$ cat config.mk
export PLATFORM = sky130hd
export DESIGN_NAME = issue_core
export DESIGN_NICKNAME = d
export VERILOG_FILES = /design/src/logic/ooo_pkg.sv /design/src/logic/fu_issue_if.sv /design/src/logic/reservation_station.sv /design/src/logic/alu_unit.sv /design/src/logic/mult_unit.sv /design/src/logic/cdb_arbiter.sv /design/src/logic/issue_core.sv
export SDC_FILE = /design/constraint.sdc
export NUM_CORES = 1
export LEC_CHECK = 0
export ABC_AREA = 1
export ABC_CLOCK_PERIOD_IN_PS = 5410
export BUFFER_PORTS_ARGS = -buffer_cell sky130_fd_sc_hd__buf_2
export CAP_MARGIN = 0
export CORE_UTILIZATION = 45
export CTS_CLUSTER_DIAMETER = 50
export DETAILED_ROUTE_END_ITERATION = 10
export PLACE_DENSITY = 0.72
export SLEW_MARGIN = 20
export SYNTH_ARGS = -nofsm -noshare
export SYNTH_HDL_FRONTEND = slang
export SYNTH_HIERARCHICAL = 1
export SYNTH_SLANG_ARGS = --single-unit
$ cat constraint.sdc
create_clock -name clock -period 5.41 [get_ports clock]
set_input_delay 0 -clock clock [delete_from_list [all_inputs] [get_ports clock]]
set_output_delay 0 -clock clock [all_outputs]
set_load 0.005 [all_outputs]
$ cat src/logic/ooo_pkg.sv
package ooo_pkg;

  localparam int data_width = 16;
  localparam int tag_width  = 4;  // Tag 0 is "no tag"

  typedef enum logic [2:0] {
    op_add,
    op_sub,
    op_and,
    op_xor,
    op_mul
  } fu_op_t;

  typedef enum logic {
    class_alu,
    class_mul
  } fu_class_t;

  // Operand still waiting on a producer
  typedef struct packed {
    logic [data_width-tag_width-1:0] pad;
    logic [tag_width-1:0]            tag;
  } wait_word_t;

  typedef union packed {
    logic [data_width-1:0] value;  // Valid once ready
    wait_word_t            wait_on;
  } operand_t;

  typedef struct packed {
    logic     ready;
    operand_t word;
  } src_t;

  typedef struct packed {
    logic                 busy;
    fu_op_t               op;
    logic [tag_width-1:0] dest_tag;
    src_t                 src1;
    src_t                 src2;
  } rs_entry_t;

  function automatic fu_class_t op_class(fu_op_t op);
    return (op == op_mul) ? class_mul : class_alu;
  endfunction

endpackage

$ cat src/logic/fu_issue_if.sv
`timescale 1ns/1ps

interface fu_issue_if import ooo_pkg::*; ();

  logic                  valid;
  fu_op_t                op;
  logic [tag_width-1:0]  dest_tag;
  logic [data_width-1:0] src1_value;
  logic [data_width-1:0] src2_value;
  logic                  accept;  // Unit can take an op this cycle

  modport station (
    output valid, op, dest_tag, src1_value, src2_value,
    input  accept
  );

  modport unit (
    input  valid, op, dest_tag, src1_value, src2_value,
    output accept
  );

endinterface

$ cat src/logic/reservation_station.sv
`timescale 1ns/1ps

module reservation_station import ooo_pkg::*; #(
  parameter int alu_entries = 4,
  parameter int mul_entries = 2
) (
  input  logic                  clock,
  input  logic                  reset,
  input  logic                  dispatch_valid,
  input  fu_op_t                dispatch_op,
  input  logic [tag_width-1:0]  dispatch_tag,
  input  logic                  src1_ready,
  input  operand_t              src1_word,
  input  logic                  src2_ready,
  input  operand_t              src2_word,
  output logic                  dispatch_ready,
  input  logic                  cdb_valid,
  input  logic [tag_width-1:0]  cdb_tag,
  input  logic [data_width-1:0] cdb_value,
  fu_issue_if.station           alu_issue,
  fu_issue_if.station           mul_issue
);

  localparam int num_entries = alu_entries + mul_entries;
  localparam int idx_width   = $clog2(num_entries);

  rs_entry_t [num_entries-1:0] entries;
  rs_entry_t [num_entries-1:0] next_entries;
  logic      [num_entries-1:0] entry_ready;
  logic      [idx_width-1:0]   alu_pick;
  logic      [idx_width-1:0]   mul_pick;
  logic      [idx_width-1:0]   free_pick;
  logic                        alu_hit;
  logic                        mul_hit;
  logic                        free_hit;
  fu_class_t                   dispatch_class;

  // ALU entries first, multiplier entries above them
  function automatic fu_class_t entry_class(int i);
    return (i < alu_entries) ? class_alu : class_mul;
  endfunction

  function automatic src_t wake(
    src_t                  src,
    logic                  bus_valid,
    logic [tag_width-1:0]  bus_tag,
    logic [data_width-1:0] bus_value
  );
    src_t woken;
    woken = src;
    if (!src.ready && bus_valid && src.word.wait_on.tag == bus_tag) begin
      woken.ready      = 1'b1;
      woken.word.value = bus_value;  // Tag word becomes the value
    end
    return woken;
  endfunction

  always_comb begin
    for (int i = 0; i < num_entries; i++) begin
      entry_ready[i] = entries[i].busy && entries[i].src1.ready && entries[i].src2.ready;
    end
  end

  // Descending scan so the lowest index wins
  always_comb begin
    alu_hit  = 1'b0;
    alu_pick = '0;
    mul_hit  = 1'b0;
    mul_pick = '0;
    for (int i = num_entries - 1; i >= 0; i--) begin
      if (entry_ready[i]) begin
        if (entry_class(i) == class_alu) begin
          alu_hit  = 1'b1;
          alu_pick = idx_width'(i);
        end else begin
          mul_hit  = 1'b1;
          mul_pick = idx_width'(i);
        end
      end
    end
  end

  assign alu_issue.valid      = alu_hit;
  assign alu_issue.op         = entries[alu_pick].op;
  assign alu_issue.dest_tag   = entries[alu_pick].dest_tag;
  assign alu_issue.src1_value = entries[alu_pick].src1.word.value;
  assign alu_issue.src2_value = entries[alu_pick].src2.word.value;

  assign mul_issue.valid      = mul_hit;
  assign mul_issue.op         = entries[mul_pick].op;
  assign mul_issue.dest_tag   = entries[mul_pick].dest_tag;
  assign mul_issue.src1_value = entries[mul_pick].src1.word.value;
  assign mul_issue.src2_value = entries[mul_pick].src2.word.value;

  assign dispatch_class = op_class(dispatch_op);

  // Entries freed this cycle are not offered until the next one
  always_comb begin
    free_hit  = 1'b0;
    free_pick = '0;
    for (int i = num_entries - 1; i >= 0; i--) begin
      if (!entries[i].busy && entry_class(i) == dispatch_class) begin
        free_hit  = 1'b1;
        free_pick = idx_width'(i);
      end
    end
  end

  assign dispatch_ready = free_hit;

  always_comb begin
    src_t disp_src1;
    src_t disp_src2;
    disp_src1.ready = src1_ready;
    disp_src1.word  = src1_word;
    disp_src2.ready = src2_ready;
    disp_src2.word  = src2_word;
    next_entries    = entries;
    for (int i = 0; i < num_entries; i++) begin
      next_entries[i].src1 = wake(entries[i].src1, cdb_valid, cdb_tag, cdb_value);
      next_entries[i].src2 = wake(entries[i].src2, cdb_valid, cdb_tag, cdb_value);
    end
    if (alu_issue.valid && alu_issue.accept) next_entries[alu_pick].busy = 1'b0;
    if (mul_issue.valid && mul_issue.accept) next_entries[mul_pick].busy = 1'b0;
    if (dispatch_valid && dispatch_ready) begin
      next_entries[free_pick].busy     = 1'b1;
      next_entries[free_pick].op       = dispatch_op;
      next_entries[free_pick].dest_tag = dispatch_tag;
      // Catch a broadcast in the dispatch cycle itself
      next_entries[free_pick].src1 = wake(disp_src1, cdb_valid, cdb_tag, cdb_value);
      next_entries[free_pick].src2 = wake(disp_src2, cdb_valid, cdb_tag, cdb_value);
    end
  end

  always_ff @(posedge clock) begin
    entries <= next_entries;
    if (reset) begin
      for (int i = 0; i < num_entries; i++) begin
        entries[i].busy <= 1'b0;
      end
    end
  end

endmodule

$ cat src/logic/alu_unit.sv
`timescale 1ns/1ps

module alu_unit import ooo_pkg::*; (
  input  logic                  clock,
  input  logic                  reset,
  fu_issue_if.unit              issue,
  input  logic                  alu_grant,
  output logic                  alu_result_valid,
  output logic [tag_width-1:0]  alu_result_tag,
  output logic [data_width-1:0] alu_result_value
);

  logic [data_width-1:0] result;
  logic                  take;

  always_comb begin
    case (issue.op)
      op_add:  result = issue.src1_value + issue.src2_value;
      op_sub:  result = issue.src1_value - issue.src2_value;
      op_and:  result = issue.src1_value & issue.src2_value;
      op_xor:  result = issue.src1_value ^ issue.src2_value;
      default: result = '0;  // Multiplies never come here
    endcase
  end

  // Room when empty or draining onto the bus now
  assign issue.accept = !alu_result_valid || alu_grant;
  assign take         = issue.valid && issue.accept;

  always_ff @(posedge clock) begin
    if (reset) begin
      alu_result_valid <= 1'b0;
    end else if (take) begin
      alu_result_valid <= 1'b1;
    end else if (alu_grant) begin
      alu_result_valid <= 1'b0;
    end
  end

  always_ff @(posedge clock) begin
    if (take) begin
      alu_result_tag   <= issue.dest_tag;
      alu_result_value <= result;
    end
  end

endmodule

$ cat src/logic/mult_unit.sv
`timescale 1ns/1ps

module mult_unit import ooo_pkg::*; (
  input  logic                  clock,
  input  logic                  reset,
  fu_issue_if.unit              issue,
  output logic                  mul_result_valid,
  output logic [tag_width-1:0]  mul_result_tag,
  output logic [data_width-1:0] mul_result_value
);

  localparam int half = data_width / 2;

  logic [3:0]                valid_q;
  logic [3:0][tag_width-1:0] tag_q;
  logic [data_width-1:0]     a_q;
  logic [data_width-1:0]     b_q;
  logic [data_width-1:0]     low_prod;   // al * bl
  logic [half-1:0]           cross_hi;   // ah * bl, low byte only
  logic [half-1:0]           cross_lo;   // al * bh, low byte only
  logic [data_width-1:0]     low_prod_q;
  logic [half-1:0]           cross_sum;

  assign issue.accept = 1'b1;  // Fully pipelined

  always_ff @(posedge clock) begin
    if (reset) begin
      valid_q <= '0;
    end else begin
      valid_q <= {valid_q[2:0], issue.valid};
    end
  end

  always_ff @(posedge clock) begin
    tag_q <= {tag_q[2:0], issue.dest_tag};
    a_q   <= issue.src1_value;
    b_q   <= issue.src2_value;
    // Partial products
    low_prod <= a_q[half-1:0] * b_q[half-1:0];
    cross_hi <= half'(a_q[data_width-1:half] * b_q[half-1:0]);
    cross_lo <= half'(a_q[half-1:0] * b_q[data_width-1:half]);
    // Fold cross terms
    low_prod_q <= low_prod;
    cross_sum  <= cross_hi + cross_lo;
    mul_result_value <= low_prod_q + {cross_sum, {half{1'b0}}};
  end

  assign mul_result_valid = valid_q[3];
  assign mul_result_tag   = tag_q[3];

endmodule

$ cat src/logic/cdb_arbiter.sv
`timescale 1ns/1ps

module cdb_arbiter import ooo_pkg::*; (
  input  logic                  clock,
  input  logic                  reset,
  input  logic                  alu_result_valid,
  input  logic [tag_width-1:0]  alu_result_tag,
  input  logic [data_width-1:0] alu_result_value,
  input  logic                  mul_result_valid,
  input  logic [tag_width-1:0]  mul_result_tag,
  input  logic [data_width-1:0] mul_result_value,
  output logic                  alu_grant,
  output logic                  cdb_valid,
  output logic [tag_width-1:0]  cdb_tag,
  output logic [data_width-1:0] cdb_value
);

  // Multiplier cannot stall, so it always wins
  assign alu_grant = alu_result_valid && !mul_result_valid;

  always_ff @(posedge clock) begin
    if (reset) begin
      cdb_valid <= 1'b0;
    end else begin
      cdb_valid <= mul_result_valid || alu_result_valid;
    end
  end

  always_ff @(posedge clock) begin
    if (mul_result_valid) begin
      cdb_tag   <= mul_result_tag;
      cdb_value <= mul_result_value;
    end else if (alu_result_valid) begin
      cdb_tag   <= alu_result_tag;
      cdb_value <= alu_result_value;
    end
  end

endmodule

$ cat src/logic/issue_core.sv
`timescale 1ns/1ps

module issue_core import ooo_pkg::*; #(
  parameter int alu_entries = 4
) (
  input  logic                  clock,
  input  logic                  reset,
  input  logic                  dispatch_valid,
  input  fu_op_t                dispatch_op,
  input  logic [tag_width-1:0]  dispatch_tag,
  input  logic                  src1_ready,
  input  operand_t              src1_word,
  input  logic                  src2_ready,
  input  operand_t              src2_word,
  output logic                  dispatch_ready,
  output logic                  cdb_valid,
  output logic [tag_width-1:0]  cdb_tag,
  output logic [data_width-1:0] cdb_value
);

  logic                  alu_result_valid;
  logic [tag_width-1:0]  alu_result_tag;
  logic [data_width-1:0] alu_result_value;
  logic                  mul_result_valid;
  logic [tag_width-1:0]  mul_result_tag;
  logic [data_width-1:0] mul_result_value;
  logic                  alu_grant;

  fu_issue_if alu_if ();
  fu_issue_if mul_if ();

  reservation_station #(
    .alu_entries(alu_entries)
  ) rs_inst (
    .clock, .reset,
    .dispatch_valid, .dispatch_op, .dispatch_tag,
    .src1_ready, .src1_word, .src2_ready, .src2_word,
    .dispatch_ready,
    .cdb_valid, .cdb_tag, .cdb_value,  // Wakeup from the bus
    .alu_issue(alu_if.station),
    .mul_issue(mul_if.station)
  );

  alu_unit alu_inst (
    .clock, .reset,
    .issue(alu_if.unit),
    .alu_grant,
    .alu_result_valid, .alu_result_tag, .alu_result_value
  );

  mult_unit mul_inst (
    .clock, .reset,
    .issue(mul_if.unit),
    .mul_result_valid, .mul_result_tag, .mul_result_value
  );

  cdb_arbiter arb_inst (
    .clock, .reset,
    .alu_result_valid, .alu_result_tag, .alu_result_value,
    .mul_result_valid, .mul_result_tag, .mul_result_value,
    .alu_grant,
    .cdb_valid, .cdb_tag, .cdb_value
  );

endmodule

After elaboration in Yosys (flattened, before gate mapping)
Index checks and enable logic that the tools add are counted.
{"block": "op_classes", "n_addsub": 4, "n_eq_ne": 18, "order_cmp": 6, "bitwise": 3, "reduce_logical": 79, "n_mux": 76, "n_mul": 3}
{"operator": "bitwise mux 252 bit", "n": 7}
{"operator": "demux 42 bit (select 3 bit)", "n": 7}
{"operator": "two-way mux 252 bit", "n": 3}
{"operator": "two-way mux 17 bit", "n": 17}
{"operator": "binary-select mux 42 bit (select 3 bit)", "n": 2}
{"operator": "two-way mux 42 bit", "n": 3}
{"operator": "two-way mux 41 bit", "n": 2}
{"operator": "two-way mux 38 bit", "n": 2}
{"operator": "one-hot mux 16 bit (4 select lines)", "n": 1}
{"operator": "equality test 4 bit", "n": 14}
{"operator": "logical AND 1 bit", "n": 52}
{"operator": "two-way mux 34 bit", "n": 1}
{"operator": "adder 16 bit", "n": 2}
{"operator": "two-way mux 16 bit", "n": 2}
{"operator": "two-way mux 3 bit", "n": 8}
{"operator": "logical NOT 1 bit", "n": 22}
{"operator": "AND 16 bit", "n": 1}
{"operator": "multiplier 8 x 8 -> 16 bit", "n": 1}
{"operator": "multiplier 8 x 8 -> 8 bit", "n": 2}
{"operator": "subtractor 16 bit", "n": 1}
{"operator": "XOR 16 bit", "n": 1}
{"operator": "two-way mux 1 bit", "n": 15}
{"operator": "adder 8 bit", "n": 1}
{"operator": "< comparator 3 x 4 -> 1 bit (second input constant)", "n": 2}
{"operator": "12 further kinds", "n": 20}
{"block": "word_totals", "input_bits": 44, "word_cells": 250, "output_inout_bits": 22, "reg_bits": 418}

Depth between registers and ports, before layout
Gate-level depths: netlist (run 1).
{"block": "depth", "word_depth": 20, "depth_mapped": 27}

Hierarchy
Netlist (run 1), hierarchy kept.
{"mod": "reservation_station", "area_per_inst_um2": 14650.3, "cells_per_inst": 2340, "instances": 1, "seq_area_each_um2": 5465.2}
{"mod": "mult_unit", "area_per_inst_um2": 7482.2, "cells_per_inst": 889, "instances": 1, "seq_area_each_um2": 2482.4}
{"mod": "alu_unit", "area_per_inst_um2": 2458.6, "cells_per_inst": 335, "instances": 1, "seq_area_each_um2": 620.6}
{"mod": "cdb_arbiter", "area_per_inst_um2": 905.9, "cells_per_inst": 91, "instances": 1, "seq_area_each_um2": 620.6}

Worst setup path before layout (run 1)
No wires, ideal clock.
{"block": "synth_path", "path_type": "reg2reg", "from": "register mul_inst.a_q[1]", "to": "register mul_inst.low_prod[13]", "path_stages_with_launch": 17, "setup_slack_ns": 1.450, "t_arrival_ns": 3.839, "n_path_buf": 2, "required_ns": 5.289, "cell_sequence": "dfxtp_1 > clkbuf_1 > clkbuf_1 > nand2_1 > inv_1 > fa_1 > fa_1 > fa_1 > inv_1 > fa_1 > inv_1 > ha_1 > a21oi_1 > o21ai_1 > nand2_1 > nand4_1 > xor2_1"}
{"block": "synth_via", "elab_chain_cells": 1}
{"item": "start: declaration", "line": "mult_unit.sv:16", "source": "logic [data_width-1:0] a_q;"}
{"item": "start signal: assignment", "line": "mult_unit.sv:36", "source": "a_q <= issue.src1_value;"}
{"item": "multiplier 8 x 8 -> 16 bit", "line": "mult_unit.sv:39", "source": "low_prod <= a_q[half-1:0] * b_q[half-1:0];"}
{"item": "end signal: assignment", "line": "mult_unit.sv:39"}
{"item": "end: declaration", "line": "mult_unit.sv:18", "source": "logic [data_width-1:0] low_prod;"}
No other way between the ends.
A chain may end at the register's enable or synchronous reset.

Worst setup path in the final report (run 1)
{"block": "layout_path", "from": "register rs_inst/entries[159] (netlist bit)", "to": "register alu_inst.alu_result_value[15], data pin"}
{"block": "layout_via", "elab_chain_cells": 10, "word_cells_on_any_way": 17, "classes_between": "add/sub (2); eq/ne (3); mux (7); bitwise (2); reduce/logical (3)"}
{"item": "start: declaration", "line": "reservation_station.sv:27", "source": "rs_entry_t [num_entries-1:0] entries;"}
{"item": "start signal: assignment", "line": "reservation_station.sv:136", "source": "entries <= next_entries;"}
{"item": "logical AND 1 bit * (2 in a row)", "line": "reservation_station.sv:60", "source": "entry_ready[i] = entries[i].busy && entries[i].src1.ready && entries[i].src2.ready;"}
{"item": "two-way mux 2 bit * (4 in a row)", "line": "reservation_station.sv:71", "source": "if (entry_ready[i]) begin"}
{"item": "binary-select mux 42 bit (select 3 bit) *", "line": "reservation_station.sv:87", "source": "assign alu_issue.src2_value = entries[alu_pick].src2.word.value;"}
{"item": "two-way mux 41 bit (not written as such) *", "line": "reservation_station.sv:86", "source": "assign alu_issue.src1_value = entries[alu_pick].src1.word.value;"}
{"item": "named net alu_if.src2_value[8]", "line": "fu_issue_if.sv:9", "source": "logic [data_width-1:0] src2_value;"}
{"item": "subtractor 16 bit or adder 16 bit (tied branches)", "line": "alu_unit.sv:19, alu_unit.sv:18"}
{"item": "one-hot mux 16 bit (4 select lines) *", "line": "alu_unit.sv:17", "source": "case (issue.op)"}
{"item": "end signal: assignment", "line": "alu_unit.sv:43", "source": "alu_result_value <= result;"}
{"item": "end: declaration", "line": "alu_unit.sv:10", "source": "output logic [data_width-1:0] alu_result_value"}
Mark *: on every way through the listed nets, which the timed path passes. The rest lies on a longest branch. The select of a mux whose other input is x is not followed.

==> results.json, run 1 <==
{
  "start_kind": "register",
  "finish.utilization_pct": 50.5,
  "worst_pin_slew_ns": 1.22,
  "slew_headroom_pct": 18.8,
  "required_ns": 5.76,
  "placed_area_sq_um": 25900,
  "clkPwrFrac_pct": 27.2,
  "die_area_sq_um": 57100,
  "final_hold_viol_count": 0,
  "clock_skew_ns": 0.0263,
  "combinationalPowerShare_pct": 35.5,
  "grt_overflow_total": 0,
  "rows": 86,
  "vias_per_cell": 5.41,
  "place_congestion": 0.977,
  "nFillCells": 5471,
  "period_minus_slack_ns": 4.43,
  "multi_input_area_sq_um": 13800,
  "clkLatencyLatePin_ns": 0.60,
  "cts_buffers": 49,
  "drc": 0,
  "first_pass_iters": 8,
  "start_util_pct": 45.7,
  "hp-class": "primary input to register",
  "grt_pass1_vias": 21400,
  "fmax_mhz": 225,
  "seqPwrFrac_pct": 37.3,
  "drt_iter0_markers": 3239,
  "die_y_um": 239,
  "drive_above_1_share_pct": 8.02,
  "netlist_instances": 3636,
  "cap_violations": 0,
  "switching_share_pct": 38.9,
  "postLayoutSetupSlackWorst_ns": 0.975,
  "outcome": "complete, no violations",
  "tns_ns": 0,
  "ant_nets": 0,
  "intPower_mw": 7.46,
  "switchingPower_mw": 4.74,
  "cts.clk_slew.worst_paths_ns": 0.06,
  "p_per_area_nw_per_um2": 437,
  "syn-cell-area_sq_um": 25300,
  "fp.coreArea_sq_um": 55300,
  "htree_levels": 2,
  "crit_type": "register to register",
  "finalSetupViolCount": 0,
  "clockRootBuffer": "clkbuf_16",
  "port_buffers": 65,
  "dp_hpwl_um": 59000,
  "synth_nets": 3857,
  "ff_latch_area_sq_um": 9010,
  "crit_fanout": 55,
  "wire_per_inst_um": 19.1,
  "yosys_warnings": 6,
  "grtUsageTotal_pct": 29.2,
  "worstSetupEndpointType": "register",
  "synth_area_per_cell_sq_um": 6.95,
  "final_max_slew_viol_count": 0,
  "instances_no_fill": 4428,
  "fin_area_sq_um": 27900,
  "cts_tree": "yes",
  "dp_worst_setup_slack_ns": 1.13,
  "io_pins": 66,
  "areaGrowthSynthToFinish_pct": 10.6,
  "dp.cells": 4298,
  "grt_max_degree": 56,
  "cp.arrival_ns": 4.79,
  "rsz0062_at_grt": "false",
  "period_share_pct": 82.0,
  "power_leakage_nw": 14.4,
  "cts_buffer_depth": 3,
  "final_net_count": 3860,
  "vdd_drop_max_uv": 326,
  "wl_um": 84400,
  "clkSinkCount": 412,
  "grt_pass1_wl_um": 126000,
  "die_w_um": 239,
  "vias": 24000,
  "antenna_found_initial": 3
}
path summary, 6_finish.rpt:
| kind | start | to | slack (ns) | cells past startpoint |
|---|---|---|---|---|
| worst max-delay path | rs_inst/entries[159]$_DFF_P_ | alu_inst/alu_result_value[15]$_SDFFCE_PN0P_ | 0.98 | 22 |
| worst min-delay path | src2_word[2] | rs_inst/entries[2]$_DFF_P_ | 0.05 | 5 |
| worst max register to register | rs_inst/entries[159]$_DFF_P_ | alu_inst/alu_result_value[15]$_SDFFCE_PN0P_ | 0.98 | 22 |
| worst min register to register | mul_inst/low_prod[1]$_DFF_P_ | mul_inst/low_prod_q[1]$_DFF_P_ | 0.31 | 0 |
cells in the final DEF (no fill, tap or decap), types with 25 or more instances in the layout:
cell / n
a21oi_1: 51
buf_2: 65
buf_4: 40
clkbuf_16: 50
dfxtp_1: 336
dlygate4sd3_1: 38
edfxtp_1: 76
fa_1: 63
ha_1: 114
inv_1: 390
nand2_1: 1564
nand2_2: 28
nand3_1: 229
nand4_1: 138
nor2_1: 101
o211ai_1: 44
o21ai_0: 102
xnor2_1: 25
xor2_1: 33
critical path, cell delays in order (launching register included):
cell      delay, ns
dfxtp_1        0.37
nand3_1        0.17
nand3b_1       0.22
nand2_2        0.76
nand2_1        0.10
o211ai_1       0.12
nand3_1        0.39
nor2_1         0.26
nand2_1        0.11
o31ai_2        0.32
nand2_1        0.11
xor2_1         0.16
ha_1           0.34
nand2_1        0.17
inv_1          0.06
nand2_1        0.06
nand2_1        0.06
a21oi_1        0.12
nand2_1        0.07
nand3_1        0.06
nand2_1        0.05
nand2_1        0.05
nand2_1        0.05
cell type report:
type	count	area share, %
Inverter	410	5.53
Clock buffer	67	4.93
Sequential cell	412	32.2
Antenna cell	1	0.00896
Multi-Input combinational cell	2623	49.4
Tap cell	748	3.35
Clock inverter	24	0.909
Timing Repair Buffer	143	3.60
what timing repair did:
item                                   4_1_cts  5_1_grt
buffers inserted                             0        0
endpoints found under the hold margin      204        0
gates resized for setup                      0        0
setup endpoints to repair                    0        0
hold buffers                                38        0
flip-flops by register name, summed over array words and instances, names as in the netlist:
signal / count
mul_inst/b_q: 16
mul_inst/cross_lo: 8
mul_inst/valid_q: 4
mul_inst/cross_sum: 8
arb_inst/cdb_tag: 4
mul_inst/tag_q: 12
alu_inst/alu_result_tag: 4
arb_inst/cdb_valid: 1
mul_inst/mul_result_tag: 4
alu_inst/alu_result_value: 16
arb_inst/cdb_value: 16
mul_inst/mul_result_value: 16
alu_inst/alu_result_valid: 1
mul_inst/cross_hi: 8
mul_inst/low_prod_q: 16
mul_inst/a_q: 16
rs_inst/entries: 246
mul_inst/low_prod: 16
through the flow:
step | total power, mW | hold slack [ns]
floorplan | 7.68 | 0.0691
global placement | 8.76 | 0.310
detailed placement | 8.82 | 0.312
CTS | 12.2 | 0.0102
global route | 13.0 | 0.0392
finish | 12.2 | 0.0483
routing by layer:
| metal | vias up | track usage (%) | wire length (um) |
|---|---|---|---|
| li1 | 11500 | - | - |
| met1 | 10900 | 39.2 | 34300 |
| met2 | 1297 | 44.5 | 36700 |
| met3 | 263 | 5.00 | 8480 |
| met4 | 2 | 15.6 | 4830 |
| met5 | - | 0 | 13 |
power by group through the flow:
stage	Sequential [mW]	Clock, mW	Combinational (mW)
2_1_floorplan	4.30	0	3.37
3_3_place_gp	4.57	0	4.18
3_5_place_dp	4.59	0	4.23
4_1_cts	4.53	3.34	4.29
5_1_grt	4.62	3.46	4.93
6_report	4.55	3.32	4.34
Power figures use the tool's default switching activity.
==> inputs of run 2 (changes only) <==
--- a/config.mk
+++ b/config.mk
@@ -5,14 +5,14 @@
 export SDC_FILE = /design/constraint.sdc
 export NUM_CORES = 1
 export LEC_CHECK = 0
-export ABC_AREA = 1
-export ABC_CLOCK_PERIOD_IN_PS = 5410
+export ABC_AREA = 0
+export ABC_CLOCK_PERIOD_IN_PS = 3600
 export BUFFER_PORTS_ARGS = -buffer_cell sky130_fd_sc_hd__buf_2
 export CAP_MARGIN = 0
 export CORE_UTILIZATION = 45
 export CTS_CLUSTER_DIAMETER = 50
 export DETAILED_ROUTE_END_ITERATION = 10
-export PLACE_DENSITY = 0.72
+export PLACE_DENSITY = 0.74
 export SLEW_MARGIN = 20
 export SYNTH_ARGS = -nofsm -noshare
 export SYNTH_HDL_FRONTEND = slang
==> constraint.sdc (replaced) <==
create_clock -name clock -period 3.6 [get_ports clock]
set_input_delay 0 -clock clock [delete_from_list [all_inputs] [get_ports clock]]
set_output_delay 0 -clock clock [all_outputs]
set_load 0.005 [all_outputs]
==> run 2 against run 1 <==
The flow now finishes with violations (setup timing); global-route usage is 1.1 points lower; routed wire length is 15% lower; total power is 110% higher; design area is 2.2% lower; cell count is 26% lower; register-to-register slack worse by 1.5 ns; utilization is 5.3 points higher; combinational power grew to 3.2 times the previous value; critical path depth is 7 lower; first-iteration DRC count is 32% lower; clock-buffer cell count is 3 lower; critical endpoint is now mul_inst/low_prod[15]$_DFF_P_; highest routed layer is now met4.
==> results.json, run 2 <==
{
  "antenna_found_initial": 2,
  "port_buffers": 65,
  "timing.rr.start": "mul_inst/b_q[2]$_DFF_P_",
  "dp_worst_setup_slack_ns": -0.709,
  "grt_max_degree": 42,
  "fin_total_pwr_mw": 25.2,
  "required_ns": 4.11,
  "worstSetupEndpointType": "register",
  "grtUsageTotal_pct": 28.1,
  "drt_iter0_markers": 2203,
  "rows": 81,
  "hp-class": "primary input to register",
  "postLayoutSetupSlackWorst_ns": -0.526,
  "htree_levels": 2,
  "rsz0062_at_grt": "true",
  "clockRootBuffer": "clkbuf_16",
  "wire_per_inst_um": 22.0,
  "cts.clk_slew.worst_paths_ns": 0.06,
  "top_register": "rs_inst/entries",
  "grt_overflow_total": 0,
  "worst_pin_slew_ns": 0.960,
  "crit_fanout": 4,
  "largest_register_ffs": 246,
  "p_per_area_nw_per_um2": 921,
  "placed_area_sq_um": 24400,
  "cts_buffers": 47,
  "hold_start": "src1_word[3]",
  "final_net_count": 2793,
  "synth_nets": 2563,
  "die_area_sq_um": 50500,
  "cp.arrival_ns": 4.63,
  "fp.coreArea_sq_um": 49000,
  "die_y_um": 225,
  "final_cell_mix": "dfxtp_1, buf_4, inv_1",
  "period_share_pct": 115,
  "grt_pass1_vias": 19400,
  "grt_pass1_wl_um": 109000,
  "vdd_drop_max_uv": 1060,
  "netlist_instances": 2342,
  "final_hold_viol_count": 0,
  "slew_headroom_pct": 35.3,
  "start_kind": "register",
  "mostFrequentLayoutCell": "dfxtp_1",
  "clock_skew_ns": 0.0220,
  "start_util_pct": 45.6,
  "tns_ns": -2.92,
  "vias_per_cell": 5.92,
  "synth_area_per_cell_sq_um": 9.53,
  "yosys_warnings": 6,
  "wl_um": 71900,
  "cap_violations": 0,
  "cts_buffer_depth": 3,
  "clkLatencyLatePin_ns": 0.59,
  "outcome": "finished, violations left",
  "power_leakage_nw": 11.8,
  "fin_area_sq_um": 27300,
  "clkSinkCount": 412,
  "drc": 0,
  "fmax_mhz": 242,
  "vias": 19400,
  "place_congestion": 0.969,
  "dp_hpwl_um": 50800,
  "syn-cell-area_sq_um": 22300,
  "nFillCells": 4214,
  "cts_tree": "yes",
  "finalSetupViolCount": 11,
  "first_pass_iters": 9,
  "crit_type": "register to register",
  "final_max_slew_viol_count": 0,
  "io_pins": 66,
  "areaGrowthSynthToFinish_pct": 22.4,
  "die_w_um": 225,
  "ant_nets": 0,
  "drive_above_1_share_pct": 23.0,
  "failed_checks": "setup timing",
  "startpoint": "mul_inst/b_q[2]$_DFF_P_",
  "period_minus_slack_ns": 4.13
}
==> run 2: final cells by class <==
| cell class | count | area [sq um] | share of cell area, % |
|---|---|---|---|
| multi-input cells | 1539 | 12400 | 45.4 |
| flip-flops and latches | 412 | 9060 | 33.1 |
| repair buffers | 337 | 2620 | 9.57 |
| clock buffers | 64 | 1330 | 4.87 |
| inverters | 235 | 882 | 3.23 |
| well taps | 664 | 831 | 3.04 |
| clock inverters | 21 | 194 | 0.710 |
| diodes | 2 | 5.00 | 0.0183 |
==> run 2: layer usage <==
metal / share of wire, % / vias to the layer above / global-route usage (%) / routed length (um)
met3: 10 / 211 / 5.90 / 7330
met4: 3.9 / 0 / 12.0 / 2830
met1: 40 / 9335 / 36.2 / 28900
met2: 46 / 1046 / 45.6 / 32800
li1: - / 8791 / - / -
met5: 0 / - / 0 / 0
==> run 2: final timing paths <==
check / endpoint / slack [ns] / cells past startpoint
worst max-delay path: mul_inst/low_prod[15]$_DFF_P_ / -0.53 / 15
worst min-delay path: rs_inst/entries[230]$_DFF_P_ / 0.07 / 5
worst max register to register: mul_inst/low_prod[15]$_DFF_P_ / -0.53 / 15
worst min register to register: mul_inst/low_prod_q[5]$_DFF_P_ / 0.32 / 0
==> run 2: repair_timing <==
item                                    4_1_cts  5_1_grt
setup buffers                                33        4
endpoints found under the hold margin       240        0
gates resized for setup                     114       74
endpoints found under the setup margin       23       24
gates cloned                                  1        0
hold buffers                                 41        0
pin swaps                                    72       66
==> run 2: through the flow <==
stage          instances  utilization (%)  hold slack, ns
2_1_floorplan       2342                -          0.0691
3_3_place_gp        3114             49.9           0.310
3_5_place_dp        3114             49.9           0.312
4_1_cts             3271             55.2          0.0409
5_1_grt             3272             55.8          0.0767
6_report            3274             55.8          0.0658
==> run 2: worst max-delay path: stages (launching register included) <==
cell      delay [ns]
dfxtp_4         0.36
buf_6           0.11
and2_4          0.14
fa_1            0.49
inv_2           0.04
fa_1            0.52
fa_1            0.43
fa_1            0.51
inv_2           0.05
ha_4            0.21
o21a_1          0.12
o31a_1          0.13
or4_4           0.53
nand2b_4        0.09
a311o_1         0.19
xnor2_1         0.13
==> run 2: power by group <==
| group | leakage, nW | switching (mW) | internal, mW |
|---|---|---|---|
| Sequential | 3.51 | 0.720 | 6.01 |
| Clock | 0.749 | 2.03 | 2.70 |
| Combinational | 7.50 | 6.55 | 7.16 |
| Total | 11.8 | 9.30 | 15.9 |
